### src/hw/trace_settings.svh
`ifndef TRACE_SETTINGS_SVH
`define TRACE_SETTINGS_SVH

// Record kind codes
`define TRACE_KIND_INST  4'd1
`define TRACE_KIND_LOAD  4'd2
`define TRACE_KIND_STORE 4'd3
`define TRACE_KIND_REG   4'd4
`define TRACE_KIND_CSR   4'd5
`define TRACE_KIND_TRAP  4'd6

// Field widths inside one record
`define TRACE_KIND_W 4
`define TRACE_TAG_W  12
`define TRACE_WORD_W 32
`define TRACE_REC_W  80

// Number of output buffer entries as a power of two
`define TRACE_FIFO_DEPTH 4

`endif

### src/hw/trace_pkg.sv
`include "trace_settings.svh"

package trace_pkg;

    // Event fields
    typedef logic [`TRACE_WORD_W-1:0] word_t;
    typedef logic [1:0]               prv_t;
    typedef logic [3:0]               byte_mask_t;
    typedef logic [4:0]               reg_addr_t;
    typedef logic [11:0]              csr_addr_t;

    // A record packs kind, tag, word a and word b from the top down
    typedef logic [`TRACE_KIND_W-1:0] rec_kind_t;
    typedef logic [`TRACE_TAG_W-1:0]  rec_tag_t;
    typedef logic [`TRACE_REC_W-1:0]  trace_rec_t;

    // One bit each for inst, mem, reg, csr and trap from bit 0 up
    typedef logic [4:0] rec_sel_t;

    typedef enum logic {
        IDLE,
        EMIT
    } enc_state_t;

endpackage

### src/hw/retire_capture.sv
`timescale 1ns/1ps

module retire_capture (
    input  logic                  clk,
    input  logic                  rst,
    input  logic                  in_valid,
    output logic                  in_ready,
    input  logic                  inst_valid,
    input  trace_pkg::word_t      pc,
    input  trace_pkg::word_t      inst,
    input  trace_pkg::prv_t       prv,
    input  logic                  mem_req,
    input  logic                  mem_wr,
    input  trace_pkg::byte_mask_t mem_byte,
    input  trace_pkg::word_t      mem_addr,
    input  trace_pkg::word_t      mem_rdata,
    input  trace_pkg::word_t      mem_wdata,
    input  logic                  rd_wr,
    input  trace_pkg::reg_addr_t  rd_addr,
    input  trace_pkg::word_t      rd_data,
    input  logic                  csr_wr,
    input  trace_pkg::csr_addr_t  csr_waddr,
    input  trace_pkg::word_t      csr_wdata,
    input  logic                  trap_en,
    input  trace_pkg::word_t      mcause,
    input  trace_pkg::word_t      mtval,
    input  logic                  cap_ready,
    output logic                  cap_valid,
    output trace_pkg::rec_sel_t   cap_sel,
    output trace_pkg::prv_t       cap_prv,
    output trace_pkg::word_t      cap_pc,
    output trace_pkg::word_t      cap_inst,
    output logic                  cap_mem_wr,
    output trace_pkg::byte_mask_t cap_mem_byte,
    output trace_pkg::word_t      cap_mem_addr,
    output trace_pkg::word_t      cap_mem_data,
    output trace_pkg::reg_addr_t  cap_rd_addr,
    output trace_pkg::word_t      cap_rd_data,
    output trace_pkg::csr_addr_t  cap_csr_addr,
    output trace_pkg::word_t      cap_csr_data,
    output trace_pkg::word_t      cap_mcause,
    output trace_pkg::word_t      cap_mtval
);

    trace_pkg::rec_sel_t sel;
    trace_pkg::word_t    mem_src;
    trace_pkg::word_t    mem_kept;
    logic                accept;

    assign sel      = {trap_en, csr_wr, rd_wr, mem_req, inst_valid};
    assign in_ready = !cap_valid || cap_ready;
    assign accept   = in_valid && in_ready;

    // Only the enabled byte lanes survive
    always_comb begin
        mem_src = mem_wr ? mem_wdata : mem_rdata;
        for (int i = 0; i < 4; i++) begin
            mem_kept[i*8 +: 8] = mem_byte[i] ? mem_src[i*8 +: 8] : 8'h00;
        end
    end

    always_ff @(posedge clk) begin
        if (rst) begin
            cap_valid <= 1'b0;
        end else if (accept) begin
            // An event with nothing to report is swallowed here
            cap_valid <= |sel;
        end else if (cap_ready) begin
            cap_valid <= 1'b0;
        end
    end

    always_ff @(posedge clk) begin
        if (accept) begin
            cap_sel      <= sel;
            cap_prv      <= prv;
            cap_pc       <= pc;
            cap_inst     <= inst;
            cap_mem_wr   <= mem_wr;
            cap_mem_byte <= mem_byte;
            cap_mem_addr <= {mem_addr[31:2], 2'b00};
            cap_mem_data <= mem_kept;
            cap_rd_addr  <= rd_addr;
            cap_rd_data  <= (rd_addr == 5'd0) ? 32'h0 : rd_data;
            cap_csr_addr <= csr_waddr;
            cap_csr_data <= csr_wdata;
            cap_mcause   <= mcause;
            cap_mtval    <= mtval;
        end
    end

    // Held event must not move until the encoder releases it
    assert property (@(posedge clk) disable iff (rst)
        cap_valid && !cap_ready |=> cap_valid && $stable(cap_sel) && $stable(cap_pc)
            && $stable(cap_inst) && $stable(cap_prv) && $stable(cap_mem_addr)
            && $stable(cap_mem_data) && $stable(cap_rd_data) && $stable(cap_csr_data)
            && $stable(cap_mcause) && $stable(cap_mtval));

    assert property (@(posedge clk) disable iff (rst) cap_valid |-> cap_sel != '0);

endmodule

### src/hw/trace_encoder.sv
`timescale 1ns/1ps
`include "trace_settings.svh"

module trace_encoder (
    input  logic                  clk,
    input  logic                  rst,
    input  logic                  cap_valid,
    input  trace_pkg::rec_sel_t   cap_sel,
    input  trace_pkg::prv_t       cap_prv,
    input  trace_pkg::word_t      cap_pc,
    input  trace_pkg::word_t      cap_inst,
    input  logic                  cap_mem_wr,
    input  trace_pkg::byte_mask_t cap_mem_byte,
    input  trace_pkg::word_t      cap_mem_addr,
    input  trace_pkg::word_t      cap_mem_data,
    input  trace_pkg::reg_addr_t  cap_rd_addr,
    input  trace_pkg::word_t      cap_rd_data,
    input  trace_pkg::csr_addr_t  cap_csr_addr,
    input  trace_pkg::word_t      cap_csr_data,
    input  trace_pkg::word_t      cap_mcause,
    input  trace_pkg::word_t      cap_mtval,
    input  logic                  enc_ready,
    output logic                  cap_ready,
    output logic                  enc_valid,
    output trace_pkg::trace_rec_t enc_rec
);

    trace_pkg::enc_state_t state;
    trace_pkg::rec_sel_t   pend;
    trace_pkg::rec_sel_t   work;
    trace_pkg::rec_sel_t   low;
    trace_pkg::rec_sel_t   rest;
    trace_pkg::rec_kind_t  kind;
    trace_pkg::rec_tag_t   tag;
    trace_pkg::word_t      word_a;
    trace_pkg::word_t      word_b;
    logic                  last;
    logic                  fire;

    // First record of an event comes straight from cap_sel, the rest from pend
    assign work = (state == trace_pkg::EMIT) ? pend : cap_sel;
    assign low  = work & (~work + 5'd1);
    assign rest = work & ~low;
    assign last = (rest == '0);

    assign enc_valid = cap_valid;
    assign fire      = enc_valid && enc_ready;
    assign cap_ready = fire && last;

    always_comb begin
        kind   = '0;
        tag    = '0;
        word_a = '0;
        word_b = '0;
        if (work[0]) begin
            kind   = `TRACE_KIND_INST;
            tag    = {10'd0, cap_prv};
            word_a = cap_pc;
            word_b = cap_inst;
        end else if (work[1]) begin
            kind   = cap_mem_wr ? `TRACE_KIND_STORE : `TRACE_KIND_LOAD;
            tag    = {8'd0, cap_mem_byte};
            word_a = cap_mem_addr;
            word_b = cap_mem_data;
        end else if (work[2]) begin
            kind   = `TRACE_KIND_REG;
            tag    = {7'd0, cap_rd_addr};
            word_b = cap_rd_data;
        end else if (work[3]) begin
            kind   = `TRACE_KIND_CSR;
            tag    = cap_csr_addr;
            word_b = cap_csr_data;
        end else if (work[4]) begin
            kind   = `TRACE_KIND_TRAP;
            word_a = cap_mcause;
            word_b = cap_mtval;
        end
    end

    assign enc_rec = {kind, tag, word_a, word_b};

    always_ff @(posedge clk) begin
        if (rst) begin
            state <= trace_pkg::IDLE;
            pend  <= '0;
        end else if (fire) begin
            if (last) begin
                state <= trace_pkg::IDLE;
                pend  <= '0;
            end else begin
                state <= trace_pkg::EMIT;
                pend  <= rest;
            end
        end
    end

    // A stalled record is held as is until the FIFO takes it
    assert property (@(posedge clk) disable iff (rst)
        enc_valid && !enc_ready |=> enc_valid && $stable(enc_rec));

endmodule

### src/hw/trace_fifo.sv
`timescale 1ns/1ps
`include "trace_settings.svh"

module trace_fifo #(
    parameter int DEPTH = `TRACE_FIFO_DEPTH
) (
    input  logic                  clk,
    input  logic                  rst,
    input  logic                  enc_valid,
    input  trace_pkg::trace_rec_t enc_rec,
    output logic                  enc_ready,
    output logic                  out_valid,
    output trace_pkg::trace_rec_t out_rec,
    input  logic                  out_ready
);

    localparam int AW = $clog2(DEPTH);
    localparam logic [AW:0] FULL_CNT = (AW + 1)'(DEPTH);

    trace_pkg::trace_rec_t mem [DEPTH];
    logic [AW-1:0]         wr_ptr;
    logic [AW-1:0]         rd_ptr;
    logic [AW:0]           count;
    logic                  wr_en;
    logic                  rd_en;

    assign enc_ready = (count != FULL_CNT);
    assign out_valid = (count != '0);
    assign out_rec   = mem[rd_ptr];

    assign wr_en = enc_valid && enc_ready;
    assign rd_en = out_valid && out_ready;

    always_ff @(posedge clk) begin
        if (wr_en) begin
            mem[wr_ptr] <= enc_rec;
        end
    end

    // Pointers wrap on their own since DEPTH is a power of two
    always_ff @(posedge clk) begin
        if (rst) begin
            wr_ptr <= '0;
            rd_ptr <= '0;
            count  <= '0;
        end else begin
            if (wr_en) begin
                wr_ptr <= wr_ptr + 1'b1;
            end
            if (rd_en) begin
                rd_ptr <= rd_ptr + 1'b1;
            end
            count <= count + {{AW{1'b0}}, wr_en} - {{AW{1'b0}}, rd_en};
        end
    end

    // Full and not draining, so the write side must stay put
    assert property (@(posedge clk) disable iff (rst)
        count == FULL_CNT && !rd_en |=> $stable(wr_ptr) && count == FULL_CNT);

endmodule

### src/hw/commit_trace_top.sv
`timescale 1ns/1ps

module commit_trace_top (
    input  logic                  clk,
    input  logic                  rst,
    input  logic                  in_valid,
    output logic                  in_ready,
    input  logic                  inst_valid,
    input  trace_pkg::word_t      pc,
    input  trace_pkg::word_t      inst,
    input  trace_pkg::prv_t       prv,
    input  logic                  mem_req,
    input  logic                  mem_wr,
    input  trace_pkg::byte_mask_t mem_byte,
    input  trace_pkg::word_t      mem_addr,
    input  trace_pkg::word_t      mem_rdata,
    input  trace_pkg::word_t      mem_wdata,
    input  logic                  rd_wr,
    input  trace_pkg::reg_addr_t  rd_addr,
    input  trace_pkg::word_t      rd_data,
    input  logic                  csr_wr,
    input  trace_pkg::csr_addr_t  csr_waddr,
    input  trace_pkg::word_t      csr_wdata,
    input  logic                  trap_en,
    input  trace_pkg::word_t      mcause,
    input  trace_pkg::word_t      mtval,
    output logic                  out_valid,
    input  logic                  out_ready,
    output trace_pkg::trace_rec_t out_rec
);

    logic                  cap_valid;
    logic                  cap_ready;
    trace_pkg::rec_sel_t   cap_sel;
    trace_pkg::prv_t       cap_prv;
    trace_pkg::word_t      cap_pc;
    trace_pkg::word_t      cap_inst;
    logic                  cap_mem_wr;
    trace_pkg::byte_mask_t cap_mem_byte;
    trace_pkg::word_t      cap_mem_addr;
    trace_pkg::word_t      cap_mem_data;
    trace_pkg::reg_addr_t  cap_rd_addr;
    trace_pkg::word_t      cap_rd_data;
    trace_pkg::csr_addr_t  cap_csr_addr;
    trace_pkg::word_t      cap_csr_data;
    trace_pkg::word_t      cap_mcause;
    trace_pkg::word_t      cap_mtval;
    logic                  enc_valid;
    logic                  enc_ready;
    trace_pkg::trace_rec_t enc_rec;

    retire_capture cap0 (
        .clk, .rst, .in_valid, .in_ready,
        .inst_valid, .pc, .inst, .prv,
        .mem_req, .mem_wr, .mem_byte, .mem_addr, .mem_rdata, .mem_wdata,
        .rd_wr, .rd_addr, .rd_data,
        .csr_wr, .csr_waddr, .csr_wdata,
        .trap_en, .mcause, .mtval,
        .cap_ready, .cap_valid, .cap_sel, .cap_prv, .cap_pc, .cap_inst,
        .cap_mem_wr, .cap_mem_byte, .cap_mem_addr, .cap_mem_data,
        .cap_rd_addr, .cap_rd_data, .cap_csr_addr, .cap_csr_data,
        .cap_mcause, .cap_mtval
    );

    trace_encoder enc0 (
        .clk, .rst, .cap_valid, .cap_sel, .cap_prv, .cap_pc, .cap_inst,
        .cap_mem_wr, .cap_mem_byte, .cap_mem_addr, .cap_mem_data,
        .cap_rd_addr, .cap_rd_data, .cap_csr_addr, .cap_csr_data,
        .cap_mcause, .cap_mtval,
        .enc_ready, .cap_ready, .enc_valid, .enc_rec
    );

    trace_fifo fifo0 (
        .clk, .rst, .enc_valid, .enc_rec, .enc_ready,
        .out_valid, .out_rec, .out_ready
    );

endmodule

### config.mk
export PLATFORM = sky130hd
export DESIGN_NAME = commit_trace_top
export DESIGN_NICKNAME = d
export VERILOG_FILES = /design/src/hw/trace_pkg.sv /design/src/hw/retire_capture.sv /design/src/hw/trace_encoder.sv /design/src/hw/trace_fifo.sv /design/src/hw/commit_trace_top.sv
export VERILOG_INCLUDE_DIRS = /design/src /design/src/hw
export SDC_FILE = /design/constraint.sdc
export NUM_CORES = 1
export LEC_CHECK = 0
export ABC_AREA = 0
export BUFFER_PORTS_ARGS = -buffer_cell sky130_fd_sc_hd__buf_4
export CAP_MARGIN = 20
export CORE_MARGIN = 2
export CORE_UTILIZATION = 35
export CTS_BUF_LIST = sky130_fd_sc_hd__clkbuf_2 sky130_fd_sc_hd__clkbuf_4 sky130_fd_sc_hd__clkbuf_8
export CTS_CLUSTER_DIAMETER = 120
export CTS_CLUSTER_SIZE = 25
export DETAILED_ROUTE_END_ITERATION = 7
export SLEW_MARGIN = 10
export SYNTH_ARGS = -nofsm -noshare
export SYNTH_HDL_FRONTEND = slang
export SYNTH_SLANG_ARGS = --single-unit
### constraint.sdc
create_clock -name clk -period 10.8 [get_ports clk]
set_input_delay 1.08 -clock clk [delete_from_list [all_inputs] [get_ports clk]]
set_output_delay 1.08 -clock clk [all_outputs]
set_load 0.02 [all_outputs]
### After elaboration in Yosys (flattened, before gate mapping)

Memories as Yosys holds them, arrays and structs flattened. A register that Yosys moved wholly into a read port is not among the register bits.
Index checks and enable logic that the tools add are counted.

* word-level logic and storage cells: 75
* memory bits (writable): 320
* register bits after elaboration: 297
* memories: 1

Memories
* fifo0.mem: depth 4, bits a word 80, read ports 1, clocked after Yosys merged registers in 1, wr ports 1, RTL line trace_fifo.sv:20 `trace_pkg::trace_rec_t mem [DEPTH];`

* add/sub/neg operators: 5
* reductions and logical operators: 11
* bitwise operators: 4
* multiplexer cells: 30
* equal/unequal tests: 1

Operator list (count)
* 2-to-1 mux 32 bit: 11
* 2-to-1 mux 12 bit: 4
* 2-to-1 mux 4 bit: 4
* bitwise AND 5 bit: 2
* zero test 5 bit: 2
* 2-to-1 mux 5 bit: 2
* inverter 5 bit: 2
* 2-to-1 mux 1 bit: 6
* adder 5 x 1 -> 5 bit, second input constant: 1
* OR reduction 5 bit: 1
* adder 2 x 1 -> 2 bit, second input constant: 2
* logical AND 1 bit: 4
* 2-to-1 mux 2 bit: 2
* adder 3 x 1 -> 3 bit: 1
* 2-to-1 mux 3 bit: 1
* != test 3 bit, second input constant: 1
* nonzero test 3 bit: 1
* subtractor 3 x 1 -> 3 bit: 1
* nonzero test 2 bit: 1
* zero test 1 bit: 1
* logical OR 1 bit: 1

### Longest topological paths before layout

Gate-level depths: netlist (run 1).

* word-level depth: 11
* gate-level depth with buffers: 8

### Hierarchy

From an unflattened synthesis (run 1), not the netlist that was laid out.

* cell total of the unflattened synthesis: 1275
* area, all modules: 23774.1 sq um

By module, submodules not included
* trace_fifo: instances 1, cells an instance 467, sequential area each 9789.4 sq um, area an instance 12095.4 sq um
* retire_capture: instances 1, cells an instance 397, sequential area each 8518.2 sq um, area an instance 9351.5 sq um
* trace_encoder: instances 1, cells an instance 411, sequential area each 100.1 sq um, area an instance 2327.2 sq um

### Least setup slack after synthesis (run 1)

OpenSTA, ideal clock, no wires.

* path kind: register to register
* from: reg cap0.cap_sel[2]
* to: reg cap0.cap_csr_addr[0], enable pin
* required time: 10.117 ns
* buffers on the path: 1
* stages on the path, launching flop included: 6
* slack: 2.202 ns
* arrival time: 7.915 ns
* cells stage by stage: edfxtp_1 > clkbuf_1 > mux2_4 > maj3_1 > o221ai_2 > and3_1

* cells in the longest elaborated chain, start to end: 10

RTL lines
* start, declared: RTL line retire_capture.sv:29 `output trace_pkg::rec_sel_t cap_sel,`
* start signal, assigned: RTL line retire_capture.sv:75 `cap_sel <= sel;`
* 2-to-1 mux 5 bit *: RTL line trace_encoder.sv:41 `assign work = (state == trace_pkg::EMIT) ? pend : cap_sel;`
* inverter 5 bit: RTL line trace_encoder.sv:42 `assign low = work & (~work + 5'd1);`
* adder 5 x 1 -> 5 bit: RTL line trace_encoder.sv:42
* bitwise AND 5 bit: RTL line trace_encoder.sv:42
* inverter 5 bit: RTL line trace_encoder.sv:43 `assign rest = work & ~low;`
* bitwise AND 5 bit *: RTL line trace_encoder.sv:43
* zero test 5 bit *: RTL line trace_encoder.sv:44 `assign last = (rest == '0);`
* logical AND 1 bit *: RTL line trace_encoder.sv:48 `assign cap_ready = fire && last;`
* logical OR 1 bit *: RTL line retire_capture.sv:51 `assign in_ready = !cap_valid || cap_ready;`
* logical AND 1 bit *: RTL line retire_capture.sv:52 `assign accept = in_valid && in_ready;`
* named net cap0.accept: RTL line retire_capture.sv:48 `logic accept;`
* end signal, assigned: RTL line retire_capture.sv:85 `cap_csr_addr <= csr_waddr;`
* end, declared: RTL line retire_capture.sv:39 `output trace_pkg::csr_addr_t cap_csr_addr,`

The timed path passes the listed nets; every way through them passes the cells marked *.
A chain may end at the register's enable or synchronous reset.

### Worst setup path after layout (run 1)

* from: reg cap0.cap_sel[1]
* to: out in_ready

* cells in the longest elaborated chain, start to end: 9

RTL lines
* 2-to-1 mux 5 bit *: RTL line trace_encoder.sv:41
* inverter 5 bit: RTL line trace_encoder.sv:42
* adder 5 x 1 -> 5 bit: RTL line trace_encoder.sv:42
* bitwise AND 5 bit: RTL line trace_encoder.sv:42
* inverter 5 bit: RTL line trace_encoder.sv:43
* bitwise AND 5 bit *: RTL line trace_encoder.sv:43
* zero test 5 bit *: RTL line trace_encoder.sv:44
* logical AND 1 bit *: RTL line trace_encoder.sv:48
* logical OR 1 bit *: RTL line retire_capture.sv:51
* end, declared: RTL line commit_trace_top.sv:7 `output logic in_ready,`

Every way passes the cells marked *; elsewhere a longest branch is shown, timed or not.

==> results of run 1 <==
==> state kept, by name, summed over array words and instances (netlist names), 3 cells and up, named ones only <==
name	flops
fifo0.mem	316
cap0.cap_csr_data	32
cap0.cap_inst	32
cap0.cap_mcause	32
cap0.cap_mem_data	32
cap0.cap_mtval	32
cap0.cap_pc	32
cap0.cap_rd_data	32
cap0.cap_mem_addr	30
cap0.cap_csr_addr	12
cap0.cap_rd_addr	5
cap0.cap_sel	5
cap0.cap_mem_byte	4
enc0.pend	4
fifo0.count	3
==> kinds of logic after synthesis <==
logic type | after synthesis | synth area share [%]
xor+xnor | 5 | 0.1835
buf+inv | 102 | 1.971
fa+ha+maj | 8 | 0.4404
mux | 121 | 9.253
simple gates | 245 | 5.238
compound gates | 233 | 6.270
flops | 614 | 76.63
other cells | 1 | 0.01571
==> synthesized netlist by cell type (3+ instances only) <==
cell type,number,area [um2]
edfxtp_1,599,17990
nor2_1,92,345.3
a21oi_1,84,420.4
mux4_2,79,1779
nor2b_1,68,425.4
clkbuf_1,42,157.7
mux2i_1,38,380.4
o21ai_0,37,185.2
and3_1,34,212.7
nand2_1,28,105.1
buf_2,27,135.1
a211oi_1,25,187.7
a221oi_1,22,192.7
inv_1,19,71.32
o31ai_1,19,142.6
dfxtp_1,15,300.3
o211ai_1,14,105.1
a211o_1,12,105.1
o21bai_1,12,90.09
buf_6,6,67.56
ha_1,6,75.07
nor3_1,5,25.02
buf_1,4,15.01
nand3_1,4,20.02
xnor2_1,4,35.03
mux2_2,3,33.78
==> power by group through the flow <==
stage	sequential [W]	clock, W	combinational (W)
2_1_floorplan	0.00324	0	0.00107
3_3_place_gp	0.00327	0	0.00169
3_5_place_dp	0.00328	0	0.00172
4_1_cts	0.00323	0.00106	0.00173
5_1_grt	0.00326	0.00112	0.00182
6_report	0.00322	0.00102	0.00170
==> layer usage <==
| metal | routed length (um) | share of wire (%) |
|---|---|---|
| met2 | 30930 | 50 |
| met5 | 22 | 0.036 |
| met1 | 26190 | 42 |
| met4 | 1176 | 1.9 |
| met3 | 3521 | 5.7 |
==> layout make-up <==
| cell class | instances | area share (%) |
|---|---|---|
| inverter | 20 | 0.2644 |
| timing repair buffer | 419 | 11.21 |
| tap | 873 | 3.847 |
| multi-input combinational | 613 | 18.23 |
| clock buffer | 40 | 1.697 |
| antenna | 6 | 0.05288 |
| clock inverter | 5 | 0.2600 |
| sequential | 614 | 64.44 |
==> worst register-to-register path: stages, from the launching register on <==
cell and delay, ns:
dfxtp_2 0.85, mux2_4 0.70, maj3_1 0.55, o221ai_2 0.22, and3_4 0.85, buf_4 0.89
==> path summary, 6_finish.rpt <==
path | to | start | cells after the start | slack, ns
worst min-delay path | enc0.pend[4] | enc0.pend[4] | 2 | 0.49
worst min register to register | enc0.pend[4] | enc0.pend[4] | 2 | 0.49
worst max register to register | cap0.cap_pc[13] | enc0.state | 5 | 6.26
worst max-delay path | in_ready | cap0.cap_sel[1] | 5 | 6.20
==> placed cells by master, fill, tap and decap left out, types with 2 or more instances in the layout <==
master      n
mux2i_1    37
o21ai_0    37
and3_1     29
nor2b_1    67
clkbuf_4   11
diode_2     6
o211ai_1   14
ha_1        6
a221oi_1   22
or4_1       2
a211o_1    12
buf_4     417
a21oi_1    84
a211oi_1   25
inv_1      19
clkbuf_8   29
dfxtp_4     2
xnor2_1     4
a31oi_1     2
nand2_1    28
nand3_1     4
o21bai_1   12
nor2_1     89
mux2_4      2
dfxtp_1    12
nor2_2      2
and2_1      2
edfxtp_1  599
and3_4      5
mux4_2     79
o31ai_1    19
mux2_2      2
nor3_1      5
==> stage by stage <==
stage | instances | setup WS [ns] | instance area, um2
6_report | 2590 | 6.199 | 28390
5_1_grt | 2589 | 5.978 | 28390
4_1_cts | 2583 | 6.148 | 28350
3_5_place_dp | 2538 | 6.131 | 27800
3_3_place_gp | 2537 | 6.225 | 27770
2_1_floorplan | 1329 | 2.202 | 23870
==> impl_metrics.env, run 1 <==
export IMPL_run_status="finished clean"
export IMPL_grt_pass1_vias=13673
export IMPL_num_vias=13361
export IMPL_initial_core_util_pct=35.41
export IMPL_clkPwrFrac_pct=17.1
export IMPL_clk_latency_ns=0.71
export IMPL_global_route_usage_met3_pct=2.731
export IMPL_grt_use_met1_pct=23.00
export IMPL_postCtsSetupBuffers=0
export IMPL_slowest_delay_ns=0.96
export IMPL_fin_total_pwr_w=0.005935
export IMPL_syn_inst=1329
export IMPL_cts_resized=0
export IMPL_yosysSeqAreaShare_pct=76.63
export IMPL_first_iter_violations=1133
export IMPL_rsz0062_at_grt="no"
export IMPL_multi_input_comb_area_mm2=0.005176
export IMPL_fmax_mhz=217.4
export IMPL_grt_total_usage_pct=17.09
export IMPL_cts_max_level=1
export IMPL_core_mm2=0.06740
export IMPL_fp_dieW_um=265.1
export IMPL_crit_arrival_ns=3.52
export IMPL_critPathTopFamily="multiplexers"
export IMPL_drt_pre_antenna_iters=5
export IMPL_power_density_mw_per_mm2=209.0
export IMPL_cts_root_buf="clkbuf_8"
export IMPL_dp_hpwl_um=40120
export IMPL_critical_path_slowest_cell="mux2_4"
export IMPL_via_per_inst=5.159
export IMPL_maxCapViolations=0
export IMPL_fin_crit_ns=4.601
export IMPL_overflow=0
export IMPL_die_height_um=265.1
export IMPL_slew_headroom_pct=30.76
export IMPL_timing_setup_tns_ns=0
export IMPL_post_route_period_util_pct=42.60
export IMPL_finClkSkew_ns=0.03987
export IMPL_syn_area_mm2=0.02387
export IMPL_cp_num_buf_inv=1
export IMPL_power_leakage_nw=9.916
export IMPL_io_pins=403
export IMPL_seq_area_mm2=0.01830
export IMPL_crit_path_start_kind="flop"
export IMPL_p_switching_w=0.001862
export IMPL_report_final_slew_viol_count=0
export IMPL_clk_pin_slew_worst_paths_ns=0.15
export IMPL_grt_pass1_wl_um=89240
export IMPL_antenna_found_initial=7
export IMPL_tritoncts="done"
export IMPL_drive_gt1_share_pct=33.14
export IMPL_seq_power_share_pct=54.3
export IMPL_holdWs_ns=0.4864
export IMPL_n_fill_cell=6018
export IMPL_drc=0
export IMPL_yosys_warnings=0
export IMPL_num_rows=95
export IMPL_yosysUniqueCellTypes=53
export IMPL_hp_class="reg2reg"
export IMPL_syn_num_nets=1657
export IMPL_crit_type="reg2out"
export IMPL_endpoint_kind="output port"
export IMPL_async_flop_share_pct=0
export IMPL_grt_busiest_layer="met2"
export IMPL_final_nets=2025
export IMPL_area_growth_pct=18.97
export IMPL_internal_power_w=0.004073
export IMPL_p_comb_share_pct=28.6
export IMPL_routed_wl_um=61840
export IMPL_crit_fanout=59
export IMPL_finalHoldViolCount=0
export IMPL_gp_congestion=0.7885
export IMPL_utilization_pct=42.13
export IMPL_dieArea_mm2=0.07029
export IMPL_numPortBuffers=399
export IMPL_irDropWorstVdd_v=0.00009594
export IMPL_required_ns=9.72
export IMPL_grtUsageMet2_pct=29.29
export IMPL_cts_buffers=29
export IMPL_cp_cell_sequence="mux2_4 > maj3_1 > o221ai_2 > and2_1 > buf_4"
export IMPL_grt_start_max_net_pins=79
export IMPL_synth_avg_cell_area_um2=17.96
export IMPL_cts_sinks=614
export IMPL_clk_path_buf_depth=3
export IMPL_hold_buffers=0
export IMPL_wire_per_inst_um=23.87
export IMPL_tightest_slew_ns=1.036
export IMPL_synth_seq_cells=614
export IMPL_setup_viol=0
export IMPL_synth_top_flop_cell="edfxtp_1"
export IMPL_antenna_left=0
export IMPL_synth_edf_count=599
export IMPL_p_sw_share_pct=31.37
No activity file was read; power rests on OpenSTA's default activity.
==> inputs of run 2 (changes only) <==
==> constraint.sdc (replaced) <==
create_clock -name clk -period 4.13 [get_ports clk]
set_input_delay 0.413 -clock clk [delete_from_list [all_inputs] [get_ports clk]]
set_output_delay 0.413 -clock clk [all_outputs]
set_load 0.02 [all_outputs]
==> run 2 against run 1 <==
Non-clock buffer count up 262; via count up 7.7%; cell count grew 10%; critical path type unchanged; highest routed layer unchanged.
==> impl_metrics.env, run 2 (synthesis gave the netlist of run 1 again) <==
export IMPL_power_density_mw_per_mm2=507.5
export IMPL_drive_gt1_share_pct=29.44
export IMPL_maxCapViolations=0
export IMPL_final_nets=2286
export IMPL_drt_pre_antenna_iters=5
export IMPL_slew_headroom_pct=28.52
export IMPL_cp_cell_sequence="buf_4 > mux2i_1 > a221oi_1 > o21ai_0 > and2_1 > buf_4"
export IMPL_grt_start_max_net_pins=74
export IMPL_clk_path_buf_depth=3
export IMPL_run_status="finished clean"
export IMPL_cp_num_buf_inv=2
export IMPL_report_final_slew_viol_count=0
export IMPL_tritoncts="done"
export IMPL_die_height_um=265.1
export IMPL_num_vias=14394
export IMPL_drc=0
export IMPL_layout_commonest_cell="edfxtp_1"
export IMPL_routed_wl_um=64450
export IMPL_ff2ff_setup_slack_ns=0.90
export IMPL_io_pins=403
export IMPL_finalHoldViolCount=0
export IMPL_gp_congestion=0.7846
export IMPL_hp_class="in2reg"
export IMPL_numPortBuffers=399
export IMPL_critPathTopFamily="flip-flops"
export IMPL_regMostFlops="fifo0.mem"
export IMPL_crit_fanout=20
export IMPL_setup_viol=0
export IMPL_dp_hpwl_um=40500
export IMPL_endpoint_kind="output port"
export IMPL_clk_pin_slew_worst_paths_ns=0.15
export IMPL_overflow=0
export IMPL_grt_total_usage_pct=17.89
export IMPL_post_route_period_util_pct=82.99
export IMPL_cts_sinks=614
export IMPL_crit_arrival_ns=3.01
export IMPL_clk_latency_ns=0.69
export IMPL_grt_pass1_vias=15158
export IMPL_tightest_slew_ns=1.072
export IMPL_area_growth_pct=30.38
export IMPL_dieArea_mm2=0.07029
export IMPL_fp_dieW_um=265.1
export IMPL_crit_type="reg2out"
export IMPL_required_ns=3.72
export IMPL_crit_path_start_kind="flop"
export IMPL_power_leakage_nw=11.07
export IMPL_first_iter_violations=1018
export IMPL_num_rows=95
export IMPL_critical_path_slowest_cell="dfxtp_2"
export IMPL_largest_reg_flops=316
export IMPL_antenna_left=0
export IMPL_cts_max_level=1
export IMPL_initial_core_util_pct=35.41
export IMPL_core_mm2=0.06740
export IMPL_cts_root_buf="clkbuf_8"
export IMPL_slowest_delay_ns=0.65
export IMPL_fmax_mhz=291.8
export IMPL_grt_pass1_wl_um=93870
export IMPL_timing_setup_tns_ns=0
export IMPL_irDropWorstVdd_v=0.0003141
export IMPL_layout_common_cells="edfxtp_1, buf_4, dlygate4sd3_1"
export IMPL_via_per_inst=5.035
export IMPL_cts_buffers=28
export IMPL_rsz0062_at_grt="no"
export IMPL_wire_per_inst_um=22.54
export IMPL_crit_top_cell="buf_4"
export IMPL_antenna_found_initial=6
export IMPL_fin_crit_ns=3.427
export IMPL_finClkSkew_ns=0.03383
export IMPL_fin_total_pwr_w=0.01579
-- run 2: layout make-up --
class / count / area, um2
Tap cell: 873 / 1092
Inverter: 20 / 75.07
Clock inverter: 1 / 16.27
Multi-Input combinational cell: 613 / 5180
Sequential cell: 614 / 18300
Timing Repair Buffer: 681 / 5876
Clock buffer: 51 / 564.3
Fill cell: 5764 / 36280
Antenna cell: 6 / 15.01
-- run 2: worst paths after layout --
path | start | end | depth (start not counted)
min reg2reg | enc0.pend[4] | enc0.pend[4] | 2
max | enc0.state | in_ready | 6
min | rd_data[12] | cap0.cap_rd_data[12] | 2
max reg2reg | enc0.state | cap0.cap_inst[3] | 6
-- run 2: stage by stage --
step	area (um2)	hold WS [ns]	setup slack [ns]	util [%]	std cells
after global routing	31110	0.02279	0.4996	46.16	2856
final	31110	0.05957	0.7027	46.17	2859
after detailed placement	28000	0.4730	0.9709	41.54	2549
after CTS	31100	0.005101	0.6475	46.15	2853
after floorplan	23870	0.4455	0.2136	-	1329
after global placement	27970	0.4636	1.034	41.50	2548
-- run 2: what timing repair did --
item | CTS | global route
setup buffers | 0 | 0
hold buffers | 252 | 0
resized for setup | 0 | 0
hold endpoints to repair | 263 | 0
-- run 2: routing by layer --
layer  routed length, um  vias to the layer above  global-route usage (%)
li1                    -                     6485                       -
met1               26830                     7405                   23.11
met2               33180                      425                   31.82
met3                3122                       75                   2.509
met4                1287                        4                   4.382
met5                  17                        -                       0
-- run 2: power breakdown --
group          internal [W]  switching (W)  total, W
Clock              0.000866        0.00178   0.00265
Combinational       0.00199        0.00288   0.00487
Sequential          0.00803       0.000240   0.00827
==> inputs of run 3 (changes only) <==
--- a/config.mk
+++ b/config.mk
@@ -6,7 +6,7 @@
 export SDC_FILE = /design/constraint.sdc
 export NUM_CORES = 1
 export LEC_CHECK = 0
-export ABC_AREA = 0
+export ABC_AREA = 1
 export BUFFER_PORTS_ARGS = -buffer_cell sky130_fd_sc_hd__buf_4
 export CAP_MARGIN = 20
 export CORE_MARGIN = 2
==> constraint.sdc (replaced) <==
create_clock -name clk -period 2.9 [get_ports clk]
set_input_delay 0.29 -clock clk [delete_from_list [all_inputs] [get_ports clk]]
set_output_delay 0.29 -clock clk [all_outputs]
set_load 0.02 [all_outputs]
==> run 3 against run 2 <==
Combinational power is 32% higher; largest cell class unchanged; worst hold slack lost 0.0041 ns; total power up 33%; via count is 17% higher; flip-flop and latch count unchanged; worst setup slack worse by 0.48 ns; synthesized area down 0.10%.
==> impl_metrics.env, run 3 <==
export IMPL_run_status="finished clean"
export IMPL_grt_use_met1_pct=24.89
export IMPL_first_iter_violations=1190
export IMPL_grt_start_max_net_pins=93
export IMPL_rsz0062_at_grt="no"
export IMPL_layout_commonest_cell="edfxtp_1"
export IMPL_final_area_mm2=0.03169
export IMPL_finalHoldViolCount=0
export IMPL_via_per_inst=5.019
export IMPL_cts_sinks=614
export IMPL_cts_buffers=28
export IMPL_io_pins=403
export IMPL_drive_gt1_share_pct=21.61
export IMPL_grt_pass1_wl_um=101700
export IMPL_routed_wl_um=68210
export IMPL_yosysTopAreaCellShare_pct=75.45
export IMPL_power_density_mw_per_mm2=662.4
export IMPL_crit_fanout=40
export IMPL_yosysSeqAreaShare_pct=76.71
export IMPL_yosysMostFrequentCell="edfxtp_1"
export IMPL_critPathTopFamily="buffers and inverters"
export IMPL_synth_largest_area_cell="edfxtp_1"
export IMPL_yosys_warnings=0
export IMPL_syn_inst=1788
export IMPL_numPortBuffers=399
export IMPL_wire_per_inst_um=20.31
export IMPL_pre_cts_ws_ns=0.3180
export IMPL_finClkSkew_ns=0.01397
export IMPL_cp_cell_sequence="buf_4 > o21ai_0 > o22ai_1 > buf_4"
export IMPL_postCtsSetupBuffers=0
export IMPL_post_route_period_util_pct=92.31
export IMPL_syn_area_mm2=0.02384
export IMPL_timing_setup_tns_ns=0
export IMPL_grt_total_usage_pct=18.99
export IMPL_drt_pre_antenna_iters=5
export IMPL_area_growth_pct=32.94
export IMPL_initial_core_util_pct=35.44
export IMPL_hp_class="in2reg"
export IMPL_synth_top_flop_cell="edfxtp_1"
export IMPL_syn_num_nets=2116
export IMPL_tightest_slew_ns=0.8839
export IMPL_grt_busiest_layer="met2"
export IMPL_irDropWorstVdd_v=0.0003053
export IMPL_global_route_usage_met3_pct=3.028
export IMPL_die_height_um=265.0
export IMPL_report_final_slew_viol_count=0
export IMPL_antenna_left=0
export IMPL_synth_avg_cell_area_um2=13.33
export IMPL_cp_num_buf_inv=2
export IMPL_async_flop_share_pct=0
export IMPL_dp_hpwl_um=43640
export IMPL_gp_congestion=0.8481
export IMPL_clk_pin_slew_worst_paths_ns=0.14
export IMPL_dpl_instance_area_mm2=0.02811
export IMPL_overflow=0
export IMPL_dieArea_mm2=0.07022
export IMPL_crit_path_start_kind="flop"
export IMPL_largest_reg_flops=316
export IMPL_cts_max_level=1
export IMPL_num_rows=95
export IMPL_synth_seq_cells=614
export IMPL_crit_type="reg2out"
export IMPL_num_vias=16859
export IMPL_slew_headroom_pct=41.01
export IMPL_core_mm2=0.06728
export IMPL_fin_total_pwr_w=0.02099
export IMPL_critical_path_slowest_cell="dfxtp_4"
export IMPL_power_leakage_nw=11.67
export IMPL_tritoncts="done"
export IMPL_clk_path_buf_depth=3
export IMPL_crit_top_cell="buf_4"
export IMPL_required_ns=2.61
export IMPL_synth_top_cells_by_count="edfxtp_1, nor2_1, o21ai_0"
export IMPL_grt_pass1_vias=17317
export IMPL_grtUsageMet2_pct=33.17
export IMPL_fmax_mhz=373.5
export IMPL_final_nets=2803
export IMPL_synth_edf_count=599
export IMPL_fin_crit_ns=2.677
export IMPL_antenna_found_initial=2
export IMPL_layout_common_cells="edfxtp_1, buf_4, nor2_1"
export IMPL_cts_root_buf="clkbuf_8"
export IMPL_regMostFlops="fifo0.mem"
export IMPL_maxCapViolations=0
export IMPL_endpoint_kind="output port"
export IMPL_slowest_delay_ns=0.55
export IMPL_synthTopCellsByArea="edfxtp_1, nor2_1, o21ai_0, a21oi_1, o22ai_1"
export IMPL_clk_latency_ns=0.67
export IMPL_crit_arrival_ns=2.39
export IMPL_fp_dieW_um=265.0
export IMPL_drc=0
export IMPL_setup_viol=0
export IMPL_fin_ws_ns=0.2229
export IMPL_yosysUniqueCellTypes=41
-- run 3: final cells by class --
type	count	area, um2
Antenna cell	1	2.502
Clock buffer	39	474.2
Clock inverter	1	11.26
Fill cell	5824	35580
Inverter	67	274.0
Multi-Input combinational cell	1004	4851
Sequential cell	614	18300
Tap cell	873	1092
Timing Repair Buffer	760	6691
-- run 3: timing repair --
action	CTS	global route
gates resized for setup	0	1
endpoints found under the hold margin	286	1
hold buffers	308	1
setup endpoints to repair	0	1
-- run 3: power breakdown --
group          switching [W]  internal (W)  total (W)
sequential          0.000230        0.0108     0.0111
combinational        0.00417       0.00227    0.00644
clock                0.00244       0.00106    0.00350
-- run 3: tightest hold or removal path, cell delays in order --
cell and delay, ns:
buf_4 0.07, o21ai_0 0.08, nor2_1 0.15
-- run 3: routing by layer --
| layer | part of all wire [%] | wire (um) |
|---|---|---|
| met1 | 42 | 28950 |
| met2 | 50 | 33760 |
| met4 | 1.8 | 1234 |
| met3 | 6.2 | 4255 |
| met5 | 0 | 0 |
-- run 3: logic make-up (layout without fill, tap and decap cells) --
group           count (synthesis)  in the layout  share of synthesized area (%)
compound gates                466            466                          10.73
buf+inv                       170            867                          3.180
flops                         614            614                          76.71
xor+xnor                        1              1                        0.03674
simple gates                  529            529                          8.927
fa+ha+maj                       7              7                         0.3989
other cells                     1              2                        0.01573
-- run 3: path summary, 6_finish.rpt --
path | startpoint | to | slack, ns | cells after the start
worst min register to register | fifo0.rd_ptr[1] | flop | 0.47 | 2
worst max-delay path | flop | out_rec[76] | 0.22 | 4
worst max register to register | fifo0.count[1] | fifo0.mem[1][29] | 0.35 | 5
worst min-delay path | mem_rdata[31] | cap0.cap_mem_data[31] | 0.06 | 3
-- run 3: metrics by stage --
step / util (%) / hold WS, ns / cells
after floorplan: - / 0.3524 / 1788
after global placement: 41.78 / 0.4448 / 3009
after detailed placement: 41.78 / 0.4479 / 3009
after CTS: 47.09 / 0.001355 / 3357
after global routing: 47.11 / 0.02328 / 3359
final: 47.11 / 0.05551 / 3359
